File: src/design/csr_index_defs.svh
// Width and depth macros shared by the CSR index generator RTL; include wherever a size is needed
`ifndef CSR_INDEX_DEFS_SVH
`define CSR_INDEX_DEFS_SVH

// ------------------------------------------------
// Datapath widths
// ------------------------------------------------

// Index, stride, base and offset
`define INDEX_W 32

// Shift amount, enough for 0..31
`define SHIFT_W 5

// ------------------------------------------------
// Request FIFO sizing
// ------------------------------------------------

`define REQ_FIFO_DEPTH 16

// Leaves headroom for entries still in flight from the sequencer
`define REQ_FIFO_PROG_THRESH 8

`endif
File: src/design/csr_index_pkg.sv
// Types for the CSR index generator; imported by the modules and the interface that use them
`default_nettype none

`include "csr_index_defs.svh"

package csr_index_pkg;

    // ------------------------------------------------
    // Sequencer FSM
    // ------------------------------------------------
    typedef enum logic [2:0] {
        SEQ_IDLE  = 3'd0,
        SEQ_SETUP = 3'd1,
        SEQ_BUSY  = 3'd2,
        SEQ_PAUSE = 3'd3,
        SEQ_DONE  = 3'd4
    } seq_state_e;

    // Shift opcode for the address offset
    typedef enum logic {
        SHIFT_RIGHT = 1'b0,
        SHIFT_LEFT  = 1'b1
    } shift_dir_e;

    // ------------------------------------------------
    // Configuration and FIFO payload
    // ------------------------------------------------
    typedef struct packed {
        logic [`INDEX_W-1:0] index_start;
        logic [`INDEX_W-1:0] index_end;
        logic [`INDEX_W-1:0] stride;
        shift_dir_e          shift_dir;
        logic [`SHIFT_W-1:0] shift_amount;
    } csr_index_cfg_t;

    // Shift settings ride along since the offset is built after the FIFO
    typedef struct packed {
        logic [`INDEX_W-1:0] index;
        logic [`INDEX_W-1:0] base;
        shift_dir_e          shift_dir;
        logic [`SHIFT_W-1:0] shift_amount;
    } index_entry_t;

endpackage : csr_index_pkg

`default_nettype wire

File: src/design/index_push_if.sv
// Push link from the index sequencer into the request FIFO; instantiated once in the top level
`timescale 1ns/1ns
`default_nettype none

interface index_push_if
    import csr_index_pkg::*;
();

    // Producer side
    logic         valid;
    index_entry_t entry;

    // Not full
    logic ready;
    // Fill level at or above threshold
    logic prog_full;

    modport push (
        output valid,
        output entry,
        input  ready,
        input  prog_full
    );

    modport sink (
        input  valid,
        input  entry,
        output ready,
        output prog_full
    );

endinterface : index_push_if

`default_nettype wire

File: src/design/csr_index_generator.sv
// Top level of the CSR index generator; plain configuration and request ports for the read engine
`timescale 1ns/1ns
`default_nettype none

`include "csr_index_defs.svh"

module csr_index_generator
    import csr_index_pkg::*;
(
    input  logic                ap_clk,
    input  logic                areset_engine,
    // Configuration
    input  logic                cfg_valid,
    output logic                cfg_ready,
    input  logic [`INDEX_W-1:0] cfg_index_start,
    input  logic [`INDEX_W-1:0] cfg_index_end,
    input  logic [`INDEX_W-1:0] cfg_stride,
    input  logic                cfg_shift_left,
    input  logic [`SHIFT_W-1:0] cfg_shift_amount,
    // Control
    input  logic                pause,
    output logic                done,
    // Memory requests
    output logic                req_valid,
    input  logic                req_ready,
    output logic [`INDEX_W-1:0] req_index,
    output logic [`INDEX_W-1:0] req_base,
    output logic [`INDEX_W-1:0] req_offset
);

    // ------------------------------------------------
    // Configuration packing
    // ------------------------------------------------
    csr_index_cfg_t cfg;
    index_entry_t   fifo_entry;
    logic           fifo_valid;
    logic           fifo_ready;

    always_comb begin
        cfg.index_start  = cfg_index_start;
        cfg.index_end    = cfg_index_end;
        cfg.stride       = cfg_stride;
        cfg.shift_dir    = cfg_shift_left ? SHIFT_LEFT : SHIFT_RIGHT;
        cfg.shift_amount = cfg_shift_amount;
    end

    // ------------------------------------------------
    // Sequencer, FIFO, output stage
    // ------------------------------------------------
    index_push_if i_index_push ();

    csr_index_sequencer i_csr_index_sequencer (
        .ap_clk        (ap_clk),
        .areset_engine (areset_engine),
        .cfg_valid     (cfg_valid),
        .cfg           (cfg),
        .cfg_ready     (cfg_ready),
        .pause         (pause),
        .done          (done),
        .push          (i_index_push.push)
    );

    index_request_fifo i_index_request_fifo (
        .ap_clk        (ap_clk),
        .areset_engine (areset_engine),
        .push          (i_index_push.sink),
        .fifo_valid    (fifo_valid),
        .fifo_entry    (fifo_entry),
        .fifo_ready    (fifo_ready)
    );

    request_out_stage i_request_out_stage (
        .ap_clk        (ap_clk),
        .areset_engine (areset_engine),
        .fifo_valid    (fifo_valid),
        .fifo_entry    (fifo_entry),
        .fifo_ready    (fifo_ready),
        .req_valid     (req_valid),
        .req_ready     (req_ready),
        .req_index     (req_index),
        .req_base      (req_base),
        .req_offset    (req_offset)
    );

endmodule : csr_index_generator

`default_nettype wire

File: src/design/request_out_stage.sv
// Output register that turns FIFO entries into memory requests with the shifted address offset
`timescale 1ns/1ns
`default_nettype none

`include "csr_index_defs.svh"

module request_out_stage
    import csr_index_pkg::*;
(
    input  logic                ap_clk,
    input  logic                areset_engine,
    input  logic                fifo_valid,
    input  index_entry_t        fifo_entry,
    output logic                fifo_ready,
    output logic                req_valid,
    input  logic                req_ready,
    output logic [`INDEX_W-1:0] req_index,
    output logic [`INDEX_W-1:0] req_base,
    output logic [`INDEX_W-1:0] req_offset
);

    logic [`INDEX_W-1:0] offset_next;
    logic                pop;

    // Pop when the register is empty or is draining this cycle
    assign fifo_ready = !req_valid || req_ready;
    assign pop        = fifo_valid && fifo_ready;

    always_comb begin
        if (fifo_entry.shift_dir == SHIFT_LEFT) begin
            offset_next = fifo_entry.index << fifo_entry.shift_amount;
        end else begin
            offset_next = fifo_entry.index >> fifo_entry.shift_amount;
        end
    end

    always_ff @(posedge ap_clk) begin
        if (areset_engine) begin
            req_valid <= 1'b0;
        end else if (pop) begin
            req_valid <= 1'b1;
        end else if (req_ready) begin
            req_valid <= 1'b0;
        end
    end

    // Fields hold while the consumer stalls
    always_ff @(posedge ap_clk) begin
        if (pop) begin
            req_index  <= fifo_entry.index;
            req_base   <= fifo_entry.base;
            req_offset <= offset_next;
        end
    end

endmodule : request_out_stage

`default_nettype wire

File: src/design/index_request_fifo.sv
// First-word-fall-through request FIFO with programmable full, between sequencer and output stage
`timescale 1ns/1ns
`default_nettype none

`include "csr_index_defs.svh"

module index_request_fifo
    import csr_index_pkg::*;
(
    input  logic       ap_clk,
    input  logic       areset_engine,
    index_push_if.sink push,
    output logic       fifo_valid,
    output index_entry_t fifo_entry,
    input  logic       fifo_ready
);

    localparam int PTR_W = $clog2(`REQ_FIFO_DEPTH);
    localparam int CNT_W = $clog2(`REQ_FIFO_DEPTH + 1);

    // ------------------------------------------------
    // Storage and pointers
    // ------------------------------------------------
    index_entry_t     mem [`REQ_FIFO_DEPTH];
    logic [PTR_W-1:0] wr_ptr;
    logic [PTR_W-1:0] rd_ptr;
    logic [CNT_W-1:0] fill_count;
    logic             wr_en;
    logic             rd_en;

    assign wr_en = push.valid && push.ready;
    assign rd_en = fifo_valid && fifo_ready;

    always_ff @(posedge ap_clk) begin
        if (wr_en) begin
            mem[wr_ptr] <= push.entry;
        end
    end

    always_ff @(posedge ap_clk) begin
        if (areset_engine) begin
            wr_ptr     <= '0;
            rd_ptr     <= '0;
            fill_count <= '0;
        end else begin
            if (wr_en) begin
                wr_ptr <= (wr_ptr == PTR_W'(`REQ_FIFO_DEPTH - 1)) ? '0 : wr_ptr + 1'b1;
            end
            if (rd_en) begin
                rd_ptr <= (rd_ptr == PTR_W'(`REQ_FIFO_DEPTH - 1)) ? '0 : rd_ptr + 1'b1;
            end
            // Simultaneous push and pop leaves the level unchanged
            if (wr_en && !rd_en) begin
                fill_count <= fill_count + 1'b1;
            end else if (rd_en && !wr_en) begin
                fill_count <= fill_count - 1'b1;
            end
        end
    end

    // ------------------------------------------------
    // Status and head
    // ------------------------------------------------
    assign push.ready     = (fill_count != CNT_W'(`REQ_FIFO_DEPTH));
    assign push.prog_full = (fill_count >= CNT_W'(`REQ_FIFO_PROG_THRESH));

    // Head is visible the cycle after it is written
    assign fifo_valid = (fill_count != '0);
    assign fifo_entry = mem[rd_ptr];

endmodule : index_request_fifo

`default_nettype wire

File: src/design/csr_index_sequencer.sv
// FSM and stride counter that take one configuration and push its index entries to the FIFO
`timescale 1ns/1ns
`default_nettype none

`include "csr_index_defs.svh"

module csr_index_sequencer
    import csr_index_pkg::*;
(
    input  logic           ap_clk,
    input  logic           areset_engine,
    input  logic           cfg_valid,
    input  csr_index_cfg_t cfg,
    output logic           cfg_ready,
    input  logic           pause,
    output logic           done,
    index_push_if.push     push
);

    // ------------------------------------------------
    // Local signals
    // ------------------------------------------------
    seq_state_e          state;
    seq_state_e          next_state;
    csr_index_cfg_t      cfg_q;
    logic [`INDEX_W-1:0] index_count;
    logic                cfg_accept;
    logic                below_end;
    logic                stalled;
    logic                push_fire;

    assign cfg_accept = cfg_valid && cfg_ready;
    assign below_end  = (index_count < cfg_q.index_end);
    assign stalled    = push.prog_full || pause;
    assign push_fire  = push.valid && push.ready;

    // ------------------------------------------------
    // Configuration latch
    // ------------------------------------------------
    always_ff @(posedge ap_clk) begin
        if (cfg_accept) begin
            cfg_q <= cfg;
        end
    end

    // ------------------------------------------------
    // FSM
    // ------------------------------------------------
    always_ff @(posedge ap_clk) begin
        if (areset_engine) begin
            state     <= SEQ_IDLE;
            cfg_ready <= 1'b0;
        end else begin
            state     <= next_state;
            // Ready follows the state, but stays low through reset
            cfg_ready <= (next_state == SEQ_IDLE);
        end
    end

    always_comb begin
        next_state = state;
        case (state)
            SEQ_IDLE: begin
                if (cfg_accept) begin
                    next_state = SEQ_SETUP;
                end
            end
            SEQ_SETUP: begin
                next_state = SEQ_BUSY;
            end
            SEQ_BUSY: begin
                if (!below_end) begin
                    next_state = SEQ_DONE;
                end else if (stalled) begin
                    next_state = SEQ_PAUSE;
                end
            end
            SEQ_PAUSE: begin
                if (!stalled) begin
                    next_state = SEQ_BUSY;
                end
            end
            SEQ_DONE: begin
                next_state = SEQ_IDLE;
            end
            default: begin
                next_state = SEQ_IDLE;
            end
        endcase
    end

    // One-cycle pulse as the range runs out
    assign done = (state == SEQ_DONE);

    // ------------------------------------------------
    // Stride counter
    // ------------------------------------------------
    always_ff @(posedge ap_clk) begin
        if (state == SEQ_SETUP) begin
            index_count <= cfg_q.index_start;
        end else if (push_fire) begin
            index_count <= index_count + cfg_q.stride;
        end
    end

    // ------------------------------------------------
    // Entry push
    // ------------------------------------------------
    // Stall inputs gate the push in the same cycle, so nothing leaks past prog_full
    assign push.valid = (state == SEQ_BUSY) && below_end && !stalled;

    always_comb begin
        push.entry.index        = index_count;
        push.entry.base         = cfg_q.index_start;
        push.entry.shift_dir    = cfg_q.shift_dir;
        push.entry.shift_amount = cfg_q.shift_amount;
    end

endmodule : csr_index_sequencer

`default_nettype wire

File: config.mk
export PLATFORM = sky130hd
export DESIGN_NAME = csr_index_generator
export DESIGN_NICKNAME = d
export VERILOG_FILES = /design/src/design/csr_index_pkg.sv /design/src/design/index_push_if.sv /design/src/design/csr_index_generator.sv /design/src/design/request_out_stage.sv /design/src/design/index_request_fifo.sv /design/src/design/csr_index_sequencer.sv
export VERILOG_INCLUDE_DIRS = /design/src /design/src/design
export SDC_FILE = /design/constraint.sdc
export NUM_CORES = 1
export LEC_CHECK = 0
export ABC_AREA = 1
export ABC_CLOCK_PERIOD_IN_PS = 13500
export BUFFER_PORTS_ARGS = -buffer_cell sky130_fd_sc_hd__buf_4
export CAP_MARGIN = 5
export CORE_ASPECT_RATIO = 1.4
export CORE_MARGIN = 10
export CORE_UTILIZATION = 55
export DETAILED_ROUTE_END_ITERATION = 16
export PLACE_DENSITY = 0.74
export SETUP_SLACK_MARGIN = 0.4
export SYNTH_ARGS = -nofsm -noshare
export SYNTH_HDL_FRONTEND = slang
export SYNTH_SLANG_ARGS = --single-unit
File: constraint.sdc
create_clock -name ap_clk -period 13.5 [get_ports ap_clk]
set_clock_uncertainty 0.15 [all_clocks]
set_input_delay 2.7 -clock ap_clk [delete_from_list [all_inputs] [get_ports ap_clk]]
set_output_delay 2.7 -clock ap_clk [all_outputs]
set_load 0.03 [all_outputs]
* Word-level counts from Yosys, hierarchy flattened
Memory sizes are Yosys's and may differ from the RTL's. A register that Yosys moved wholly into a read port is not among the register bits.
Cells that the tools add are included.
W data, S select, Z words.
** Storage, ports and cells
- Bits in registers :: 248
- Memory bits (writable) :: 1120
- Input bits :: 107
- Output and inout port bits :: 99
- Logic and storage cells :: 70
- Memories kept :: 1
** Memories
- i_index_request_fifo.mem :: words 16, bits a word 70, rd ports 1, clocked after Yosys merged registers in 1, wr ports 1, line index_request_fifo.sv:24 : index_entry_t mem [`REQ_FIFO_DEPTH];
** Operators by class
- $add $sub $neg :: 5
- Order comparisons :: 2
- Equality and inequality tests :: 7
- Shift operators :: 2
- Mux-type cells :: 19
- Reductions and logical operators :: 19
** Operator list (count)
- $mux W32 :: 3
- $add A32 B32 Y32 :: 1
- $lt A32 B32 Y1 :: 1
- $shl A32 B5 Y32 :: 1
- $shr A32 B5 Y32 :: 1
- $mux W4 :: 4
- $mux W3 :: 4
- $pmux W3 S4 :: 1
- $mux W5 :: 2
- $add A4 B1 Y4 const B :: 2
- $eq A4 B4 Y1 const B :: 2
- $logic_and A1 B1 Y1 :: 7
- $eq A3 B2 Y1 const B :: 2
- $logic_not A3 Y1 :: 2
- $reduce_bool A2 Y1 :: 3
- $add A5 B1 Y5 const B :: 1
- $ge A5 B4 Y1 const B :: 1
- $mux W1 :: 5
- $ne A5 B5 Y1 const B :: 1
- $reduce_bool A5 Y1 :: 1
- $sub A5 B1 Y5 const B :: 1
- $logic_not A1 Y1 :: 4
- $eq A3 B1 Y1 const B :: 1
- $eq A3 B3 Y1 const B :: 1
- $logic_or A1 B1 Y1 :: 2

* Logic depth before layout (Yosys ltp)
Gate-level depths: netlist (run 1).
- Depth after elaboration :: 9
- Mapped depth :: 21
- Mapped depth without buffers :: 21

* Modules after synthesis
Synthesis (run 1) repeated with hierarchy kept, for this count alone.
** Unflattened totals
- Cells, all modules :: 5669
- Area total of the unflattened synthesis :: 60431.7 um^2
** By module, submodules not included
- index_request_fifo :: instances 1, cells an instance 4156, area an instance 46812.4 um^2, seq. area each 33972.6 um^2
- csr_index_sequencer :: instances 1, cells an instance 780, area an instance 7602.3 um^2, seq. area each 4103.9 um^2
- request_out_stage :: instances 1, cells an instance 733, area an instance 6017.0 um^2, seq. area each 2902.8 um^2

* Least setup slack after synthesis (run 1)
Ideal clock, no wire load.
- Kind :: input-to-reg
- Start :: in pause
- End :: mem i_index_request_fifo.mem[0][0] (netlist name), enable pin
- Setup time :: 0.499 ns
- Data arrival time :: 6.404 ns
- Data required time :: 12.851 ns
- Setup slack :: 6.447 ns
- Stages on the path :: 5
- Buffers on the path :: 0
- Cell sequence :: nor3_1 > inv_1 > nor2_1 > nand2_1 > nor2_1
** On the way
- Longest elaborated chain between the ends :: 6
** Ends and longest elaborated chain
- start: declaration :: line csr_index_generator.sv:21 : input logic pause,
- $logic_or A1 B1 Y1 :: line csr_index_sequencer.sv:34 : assign stalled = push.prog_full || pause;
- $logic_not A1 Y1
- $logic_and A1 B1 Y1 :: line csr_index_sequencer.sv:110 : assign push.valid = (state == SEQ_BUSY) && below_end && !stalled;
- $logic_and A1 B1 Y1
- via i_csr_index_sequencer.push_fire :: line csr_index_sequencer.sv:30 : logic push_fire;
- $mux W1 :: line index_request_fifo.sv:35 : if (wr_en) begin
- $mux W1 (implied by the code) :: line index_request_fifo.sv:36 : mem[wr_ptr] <= push.entry;
- end: declaration :: line index_request_fifo.sv:24
The timed path passes the listed nets, and every way through them passes these cells.

* Worst setup path after layout (run 1)
- Start :: in pause
- End :: mem i_index_request_fifo.mem[3][49] (netlist name), enable pin
The elaborated chain is that of the path after synthesis.

==> summary.md, run 1 <==
• endpoint with the worst hold slack: i_request_out_stage.req_valid
• cell depth of the worst hold path: 2
• Final Util: 0.610
• capturing element type of the critical path: flop
• Critical Setup Path Class: input pin to flop
• number of global-route vias before repair: 38200
• status: finished clean
• cell type contributing the most total cell area after synthesis: edfxtp_1
• post-route clock period utilization: 0.435
• class of the worst hold path: flop to flop
• Synth Cell Area: 58200 sq um
• element type at the critical path start: input pin
• ordered cell list for the critical path: buf_4 > nor3_1 > inv_1 > nor2_1 > nand2_1 > nor2_4 > buf_4
• critical path buffer and inverter count: 3
• post-layout worst setup margin: 7620 ps
• synth warn: 0
• Setup TNS Final: 0 ps
• cell area power density: 204 nW/um^2
• register bit total from synthesis: 1372
• Top Family by Delay on Critical Path: simple AND/OR/NAND/NOR gates
• total setup buffers inserted after CTS: 0
• Post-Synthesis Net Count: 5071
• number of distinct standard cells referenced by the synthesized netlist: 49
• total routing usage reported by global routing: 0.251
• Critical R2R Launch: i_csr_index_sequencer.index_count[1]
• maximum number of pins on one net before global-route repair: 211
• worst slew pin tran: 1240 ps
• Primary FF master, synth: edfxtp_1
• Final Hold Violating Endpoints: 0
• synthesized-area fraction occupied by xor and xnor cells: 0.00211
• library cell with the highest instance count after synthesis: edfxtp_1
• Reg clk slew, reported paths: 60 ps
• worst flop-to-flop path endpoint: i_index_request_fifo.mem[3][49]
• Crit path required time: 13700 ps
• number of gates resized after CTS: 0
• cell types with the highest counts after synthesis: 1350 x edfxtp_1, 717 x nand3_1, 708 x nand2_1
• starting density of the core: 0.552
• share of cells above drive strength 1: 0.0968
• Area Growth Syn to Fin: 10.5%
• CTS Buffer Depth: 3
• share of async-settable or async-resettable flops after synthesis: 0
• # H-tree levels: 3
• library cell appearing most often on the critical path: buf_4
• Finished Cell Area: 64300 sq um
• NumNets Final: 5164
• crit path DAT: 6080 ps
• largest fanout on the critical path: 38
• Max Freq: 0.170 GHz
• final setup fails: 0
• die footprint: 119000 sq um
• Reg2Reg Depth: 13
• register-to-register path setup slack: 7720 ps
• via total after detailed routing: 39500
• fraction of synthesized cell area taken by the top area cell type: 0.697
• max-cap viol count: 0
• Synth Area in Adders: 0.0160
• global-route wire length before repair: 228000 microns
• number of port buffers: 205
• post-synthesis simple-gate area fraction: 0.153
• number of iterations in the first detailed-routing pass: 8
• slowest CP cell: nor2_4
• Clock Sink Count: 1372
• register area share after synthesis: 0.704
• total routed wirelength: 153000 microns
• Placement Rows: 141
• minimum period implied by the final worst setup slack: 5880 ps
• CTS root buffer: clkbuf_16
• fin. max-slew vios: 0
• Core ar.: 105000 sq um
• worst slew margin relative to its limit: 0.173
• boundary pin count: 206
• multiplexer share of the synthesized area: 0
• DRC violations left: 0
• worst hold start: i_request_out_stage.req_valid
• total half-perimeter wirelength after legalization and detailed placement: 90900 microns
• worst hold slack: 345 ps
• Num CTS Buffers: 119
• number of fill cells in the layout: 7881
• Max rail drop VDD: 221 uV
• number of standard cells after synthesis: 4891
• largest stage delay on the critical path: 990 ps
• die extent in y: 405 microns
• worst-skew pair later-pin latency: 760 ps
• static leakage: 22.7 nW
• pre-CTS WS: 6870 ps
• initial antenna violation count: 0
• grt total ovfl: 0
• Synth Area in Compound Gates: 0.0854
• average via count per standard cell: 6.13
• width of the chip: 295 microns
• routability cong.: 0.947
• number of routed nets with antenna violations: 0
• main combinational cell family by area after synthesis: simple AND/OR/NAND/NOR gates
• number of enable flip-flop cells after synthesis: 1350
• hold_buf cts: 0
• number of DRC markers after the initial detailed-route iteration: 4596
• cells taking the most area after synthesis: edfxtp_1 70%, nand3_1 6.2%, nand2_1 4.6%
• drt wl/cell: 23.7 microns
• CTS tree: built
• standard cell area after detailed placement: 60600 sq um
• Syn Area/Cell: 11.9 sq um
• setup repair after global routing missed its margin: no
[routing by layer]
metal  vias up  global-route usage  share of wire
li1      17900                   -              -
met3       392              0.0397          0.079
met2      2042               0.431           0.50
met4         0               0.131          0.048
met5         -                   0              0
met1     19100               0.305           0.37
[layout by cell type (no fill, tap or decap), drive strengths merged]
master    Yosys  layout
o311ai        1       1
dfxtp        22      22
inv         214     218
clkinv        2      57
diode         0       1
o22ai        40      40
edfxtp     1350    1350
nand2       712     712
xor2          5       5
o21a          2       2
a21oi        77      77
o21bai        4       4
clkinvlp      0       8
a21boi        3       3
a221oi        2       2
o31ai         4       4
buf         171     266
o221a         1       1
nor4          4       4
clkbuf      123     147
a21o          7       7
a31oi        12      12
a211oi        2       2
o2111ai       1       1
nand3       717     717
ha           71      71
or2          12      12
bufinv        0       4
o211ai      102     102
fa            2       2
o221ai      100     100
a32o          1       1
o21ai       468     468
nand3b        2       2
xnor2         9       9
nor3         12      12
nor2        619     619
nand4        17      17
[final cells by class]
| type | count | area (sq um) | share of cell area |
|---|---|---|---|
| antenna | 1 | 2.50 | 0.0000389 |
| clock buffer | 147 | 3100 | 0.0483 |
| clock inverter | 71 | 586 | 0.00911 |
| inverter | 216 | 842 | 0.0131 |
| multi-input combinational | 3009 | 15000 | 0.234 |
| sequential | 1372 | 41000 | 0.638 |
| tap | 1358 | 1700 | 0.0264 |
| timing repair buffer | 266 | 2020 | 0.0315 |
[flip-flops by register name, summed over array words and instances, names as in the netlist, 4 cells and up, named ones only]
register	count
i_index_request_fifo.fill_count	5
i_index_request_fifo.rd_ptr	4
i_csr_index_sequencer.cfg_q	64
i_request_out_stage.req_index	32
i_csr_index_sequencer.push.entry	38
i_index_request_fifo.mem	1120
i_request_out_stage.req_offset	32
i_csr_index_sequencer.index_count	32
i_index_request_fifo.wr_ptr	4
i_request_out_stage.req_base	32
[cells by family after synthesis]
| group | Yosys count |
|---|---|
| adders and majority gates | 73 |
| xor gates and xnor gates | 14 |
| buffers and inverters | 510 |
| and+or+nand+nor | 2095 |
| AOI/OAI and AO/OA | 827 |
| DFF | 1372 |
[power breakdown]
group          leakage, nW  switching [W]  internal, W
Combinational         8.45        0.00331      0.00128
Clock                 1.78        0.00152      0.00172
Sequential            12.5       0.000216      0.00507
Total                 22.7        0.00505      0.00807
[stage by stage]
step	power [W]	instances
finish	0.0131	6440
floorplan	0.00858	4891
global placement	0.00981	6221
CTS	0.0131	6439
detailed placement	0.00989	6221
global route	0.0138	6439
[worst register-to-register path: stages (launching register included)]
cell and delay (ps):
edfxtp_1 740, ha_1 350, o21ai_0 80, nand2_1 110, nand3_1 80, a21boi_0 90, o21ai_0 360, nand2_1 310
nand2_1 200, nand3_1 110, nor2_1 540, nand2_1 410, nor2_4 990, buf_4 770
[worst max-delay path by stage]
| stage | start | to | slack, ps | cells past startpoint |
|---|---|---|---|---|
| floorplan | pause | i_index_request_fifo.mem[0][0] | 6450 | 5 |
| global placement | pause | i_index_request_fifo.mem[15][42] | 6890 | 7 |
| detailed placement | pause | i_index_request_fifo.mem[3][5] | 6870 | 7 |
| CTS | pause | i_index_request_fifo.mem[3][40] | 7660 | 7 |
| global route | pause | i_index_request_fifo.mem[3][49] | 7450 | 7 |
| finish | pause | i_index_request_fifo.mem[3][49] | 7620 | 7 |
(Power assumes the default switching activity.)
==> run 2, diff against run 1 <==
--- a/config.mk
+++ b/config.mk
@@ -7,14 +7,14 @@
 export NUM_CORES = 1
 export LEC_CHECK = 0
 export ABC_AREA = 1
-export ABC_CLOCK_PERIOD_IN_PS = 13500
+export ABC_CLOCK_PERIOD_IN_PS = 4840
 export BUFFER_PORTS_ARGS = -buffer_cell sky130_fd_sc_hd__buf_4
 export CAP_MARGIN = 5
 export CORE_ASPECT_RATIO = 1.4
 export CORE_MARGIN = 10
 export CORE_UTILIZATION = 55
 export DETAILED_ROUTE_END_ITERATION = 16
-export PLACE_DENSITY = 0.74
+export PLACE_DENSITY = 0.77
 export SETUP_SLACK_MARGIN = 0.4
 export SYNTH_ARGS = -nofsm -noshare
 export SYNTH_HDL_FRONTEND = slang
==> constraint.sdc (replaced) <==
create_clock -name ap_clk -period 4.84 [get_ports ap_clk]
set_clock_uncertainty 0.15 [all_clocks]
set_input_delay 0.968 -clock ap_clk [delete_from_list [all_inputs] [get_ports ap_clk]]
set_output_delay 0.968 -clock ap_clk [all_outputs]
set_load 0.03 [all_outputs]
==> run 2 against run 1 <==
Against the previous run:
- critical path depth increased by 5
- die area unchanged
- worst hold slack lost 99 ps
- final cell count up 0.71%
- power increased to 2.8 times the previous value
- sequential share of layout area down 1.0 points
- critical path type is now flop to flop
- largest cell class unchanged
- largest power group unchanged
- highest routed layer is now met5
==> summary.md, run 2 (synthesis gave the netlist of run 1 again) <==
• DRC violations left: 0
• register-to-register path setup slack: 610 ps
• clock network power share: 0.258
• max-cap viol count: 0
• Placement Rows: 141
• worst flop-to-flop path endpoint: i_index_request_fifo.mem[4][42]
• average via count per standard cell: 6.18
• portion of total power attributed to sequential cells: 0.390
• number of flip-flops in the largest register: 1120
• routability cong.: 0.950
• total routing usage reported by global routing: 0.260
• Area Growth Syn to Fin: 12.4%
• total routed wirelength: 158000 microns
• global-route wire length before repair: 235000 microns
• boundary pin count: 206
• number of iterations in the first detailed-routing pass: 8
• capturing element type of the critical path: flop
• Reg clk slew, reported paths: 70 ps
• ordered cell list for the critical path: ha_1 > nand4_1 > a31oi_1 > nor4_1 > nand2_1 > nand2_1 > nand3_1 > nor2_1 > buf_4 > nand2_1 > nor2_4 > buf_12
• minimum period implied by the final worst setup slack: 4230 ps
• Clock Sink Count: 1372
• number of port buffers: 205
• total setup buffers inserted after CTS: 0
• maximum number of pins on one net before global-route repair: 210
• Setup TNS Final: 0 ps
• total half-perimeter wirelength after legalization and detailed placement: 95700 microns
• final setup fails: 0
• number of DRC markers after the initial detailed-route iteration: 4804
• status: finished clean
• CTS Buffer Depth: 3
• Max rail drop VDD: 446 uV
• internal power: 0.0232 W
• grt total ovfl: 0
• Reg2Reg Depth: 12
• endpoint with the worst hold slack: i_csr_index_sequencer.cfg_q[32]
• Num CTS Buffers: 120
• commonest cells after routing, fill and taps aside: 1350 x edfxtp_1, 717 x nand3_1, 706 x nand2_1
• Critical Setup Path Class: flop to flop
• library cell appearing most often on the critical path: nand2_1
• largest fanout on the critical path: 18
• net switching share of the total power: 0.380
• die extent in y: 405 microns
• CTS root buffer: clkbuf_16
• worst slew margin relative to its limit: 0.150
• fin. max-slew vios: 0
• crit path DAT: 4500 ps
• number of routed nets with antenna violations: 0
• Core ar.: 105000 sq um
• setup repair after global routing missed its margin: no
• static leakage: 23.2 nW
• NumNets Final: 5206
• slowest CP cell: edfxtp_1
• hold_buf cts: 0
• Max Freq: 0.236 GHz
• critical path buffer and inverter count: 2
• Crit path required time: 5110 ps
• number of gates resized after CTS: 0
• worst-skew pair later-pin latency: 750 ps
• part of the total power dissipated in combinational logic: 0.352
• switching power: 0.0142 W
• worst hold start: cfg_stride[26]
• largest stage delay on the critical path: 730 ps
• die footprint: 119000 sq um
• Top Family by Delay on Critical Path: simple AND/OR/NAND/NOR gates
• class of the worst hold path: input pin to flop
• share of cells above drive strength 1: 0.107
• Finished Cell Area: 65400 sq um
• # H-tree levels: 3
• element type at the critical path start: flop
• initial antenna violation count: 4
• number of global-route vias before repair: 38900
• Final Hold Violating Endpoints: 0
• post-route clock period utilization: 0.875
• drt wl/cell: 24.3 microns
• cell depth of the worst hold path: 1
• Critical R2R Launch: i_csr_index_sequencer.index_count[14]
• cell area power density: 572 nW/um^2
• starting density of the core: 0.552
• Most flops, register: i_index_request_fifo.mem
• width of the chip: 295 microns
• worst slew pin tran: 1260 ps
• via total after detailed routing: 40100
• CTS tree: built
• leading cell type in the layout, fill and taps excluded: edfxtp_1
• standard cell area after detailed placement: 61300 sq um
• ant diodes: 0
run 2: worst max-delay path by stage:
stage	start	endpoint	slack [ps]	cells after the start
after floorplan	i_csr_index_sequencer.index_count[21]	i_index_request_fifo.mem[12][0]	270	10
after global routing	i_csr_index_sequencer.index_count[17]	i_index_request_fifo.fill_count[4]	420	18
after detailed placement	i_csr_index_sequencer.index_count[11]	i_index_request_fifo.mem[12][11]	570	14
after CTS	i_csr_index_sequencer.index_count[17]	i_index_request_fifo.mem[12][44]	540	12
final	i_csr_index_sequencer.index_count[14]	i_index_request_fifo.mem[4][42]	610	12
after global placement	i_csr_index_sequencer.index_count[13]	i_index_request_fifo.mem[12][44]	590	12
run 2: per-stage QoR:
step / cells / utilization / hold slack, ps / setup WS, ps / total power [W]
floorplan: 4891 / - / 309 / 267 / 0.0239
global placement: 6249 / 0.582 / 326 / 591 / 0.0276
detailed placement: 6249 / 0.582 / 332 / 567 / 0.0278
CTS: 6473 / 0.619 / 202 / 540 / 0.0373
global route: 6486 / 0.621 / 233 / 424 / 0.0392
finish: 6486 / 0.621 / 247 / 606 / 0.0374
run 2: final cells by class:
cell class | instances | area [sq um]
sequential | 1372 | 41000
fill | 7705 | 40000
multi-input combinational | 3009 | 15000
clock buffer | 135 | 3060
timing repair buffer | 307 | 2830
tap | 1358 | 1700
clock inverter | 89 | 902
inverter | 216 | 840
run 2: layer usage:
metal  vias to the layer above  wire length [microns]  global-route usage
met1                     19300                  57000               0.322
li1                      18000                      -                   -
met4                         2                   7790               0.134
met5                         -                     13                   0
met2                      2340                  78700               0.443
met3                       434                  14200              0.0349
run 2: power by group through the flow:
stage	registers [W]	clock network, W	logic, W
final	0.0146	0.00962	0.0132
after detailed placement	0.0148	0	0.0130
after global routing	0.0147	0.0102	0.0144
after floorplan	0.0156	0	0.00837
after CTS	0.0146	0.00971	0.0130
after global placement	0.0148	0	0.0128
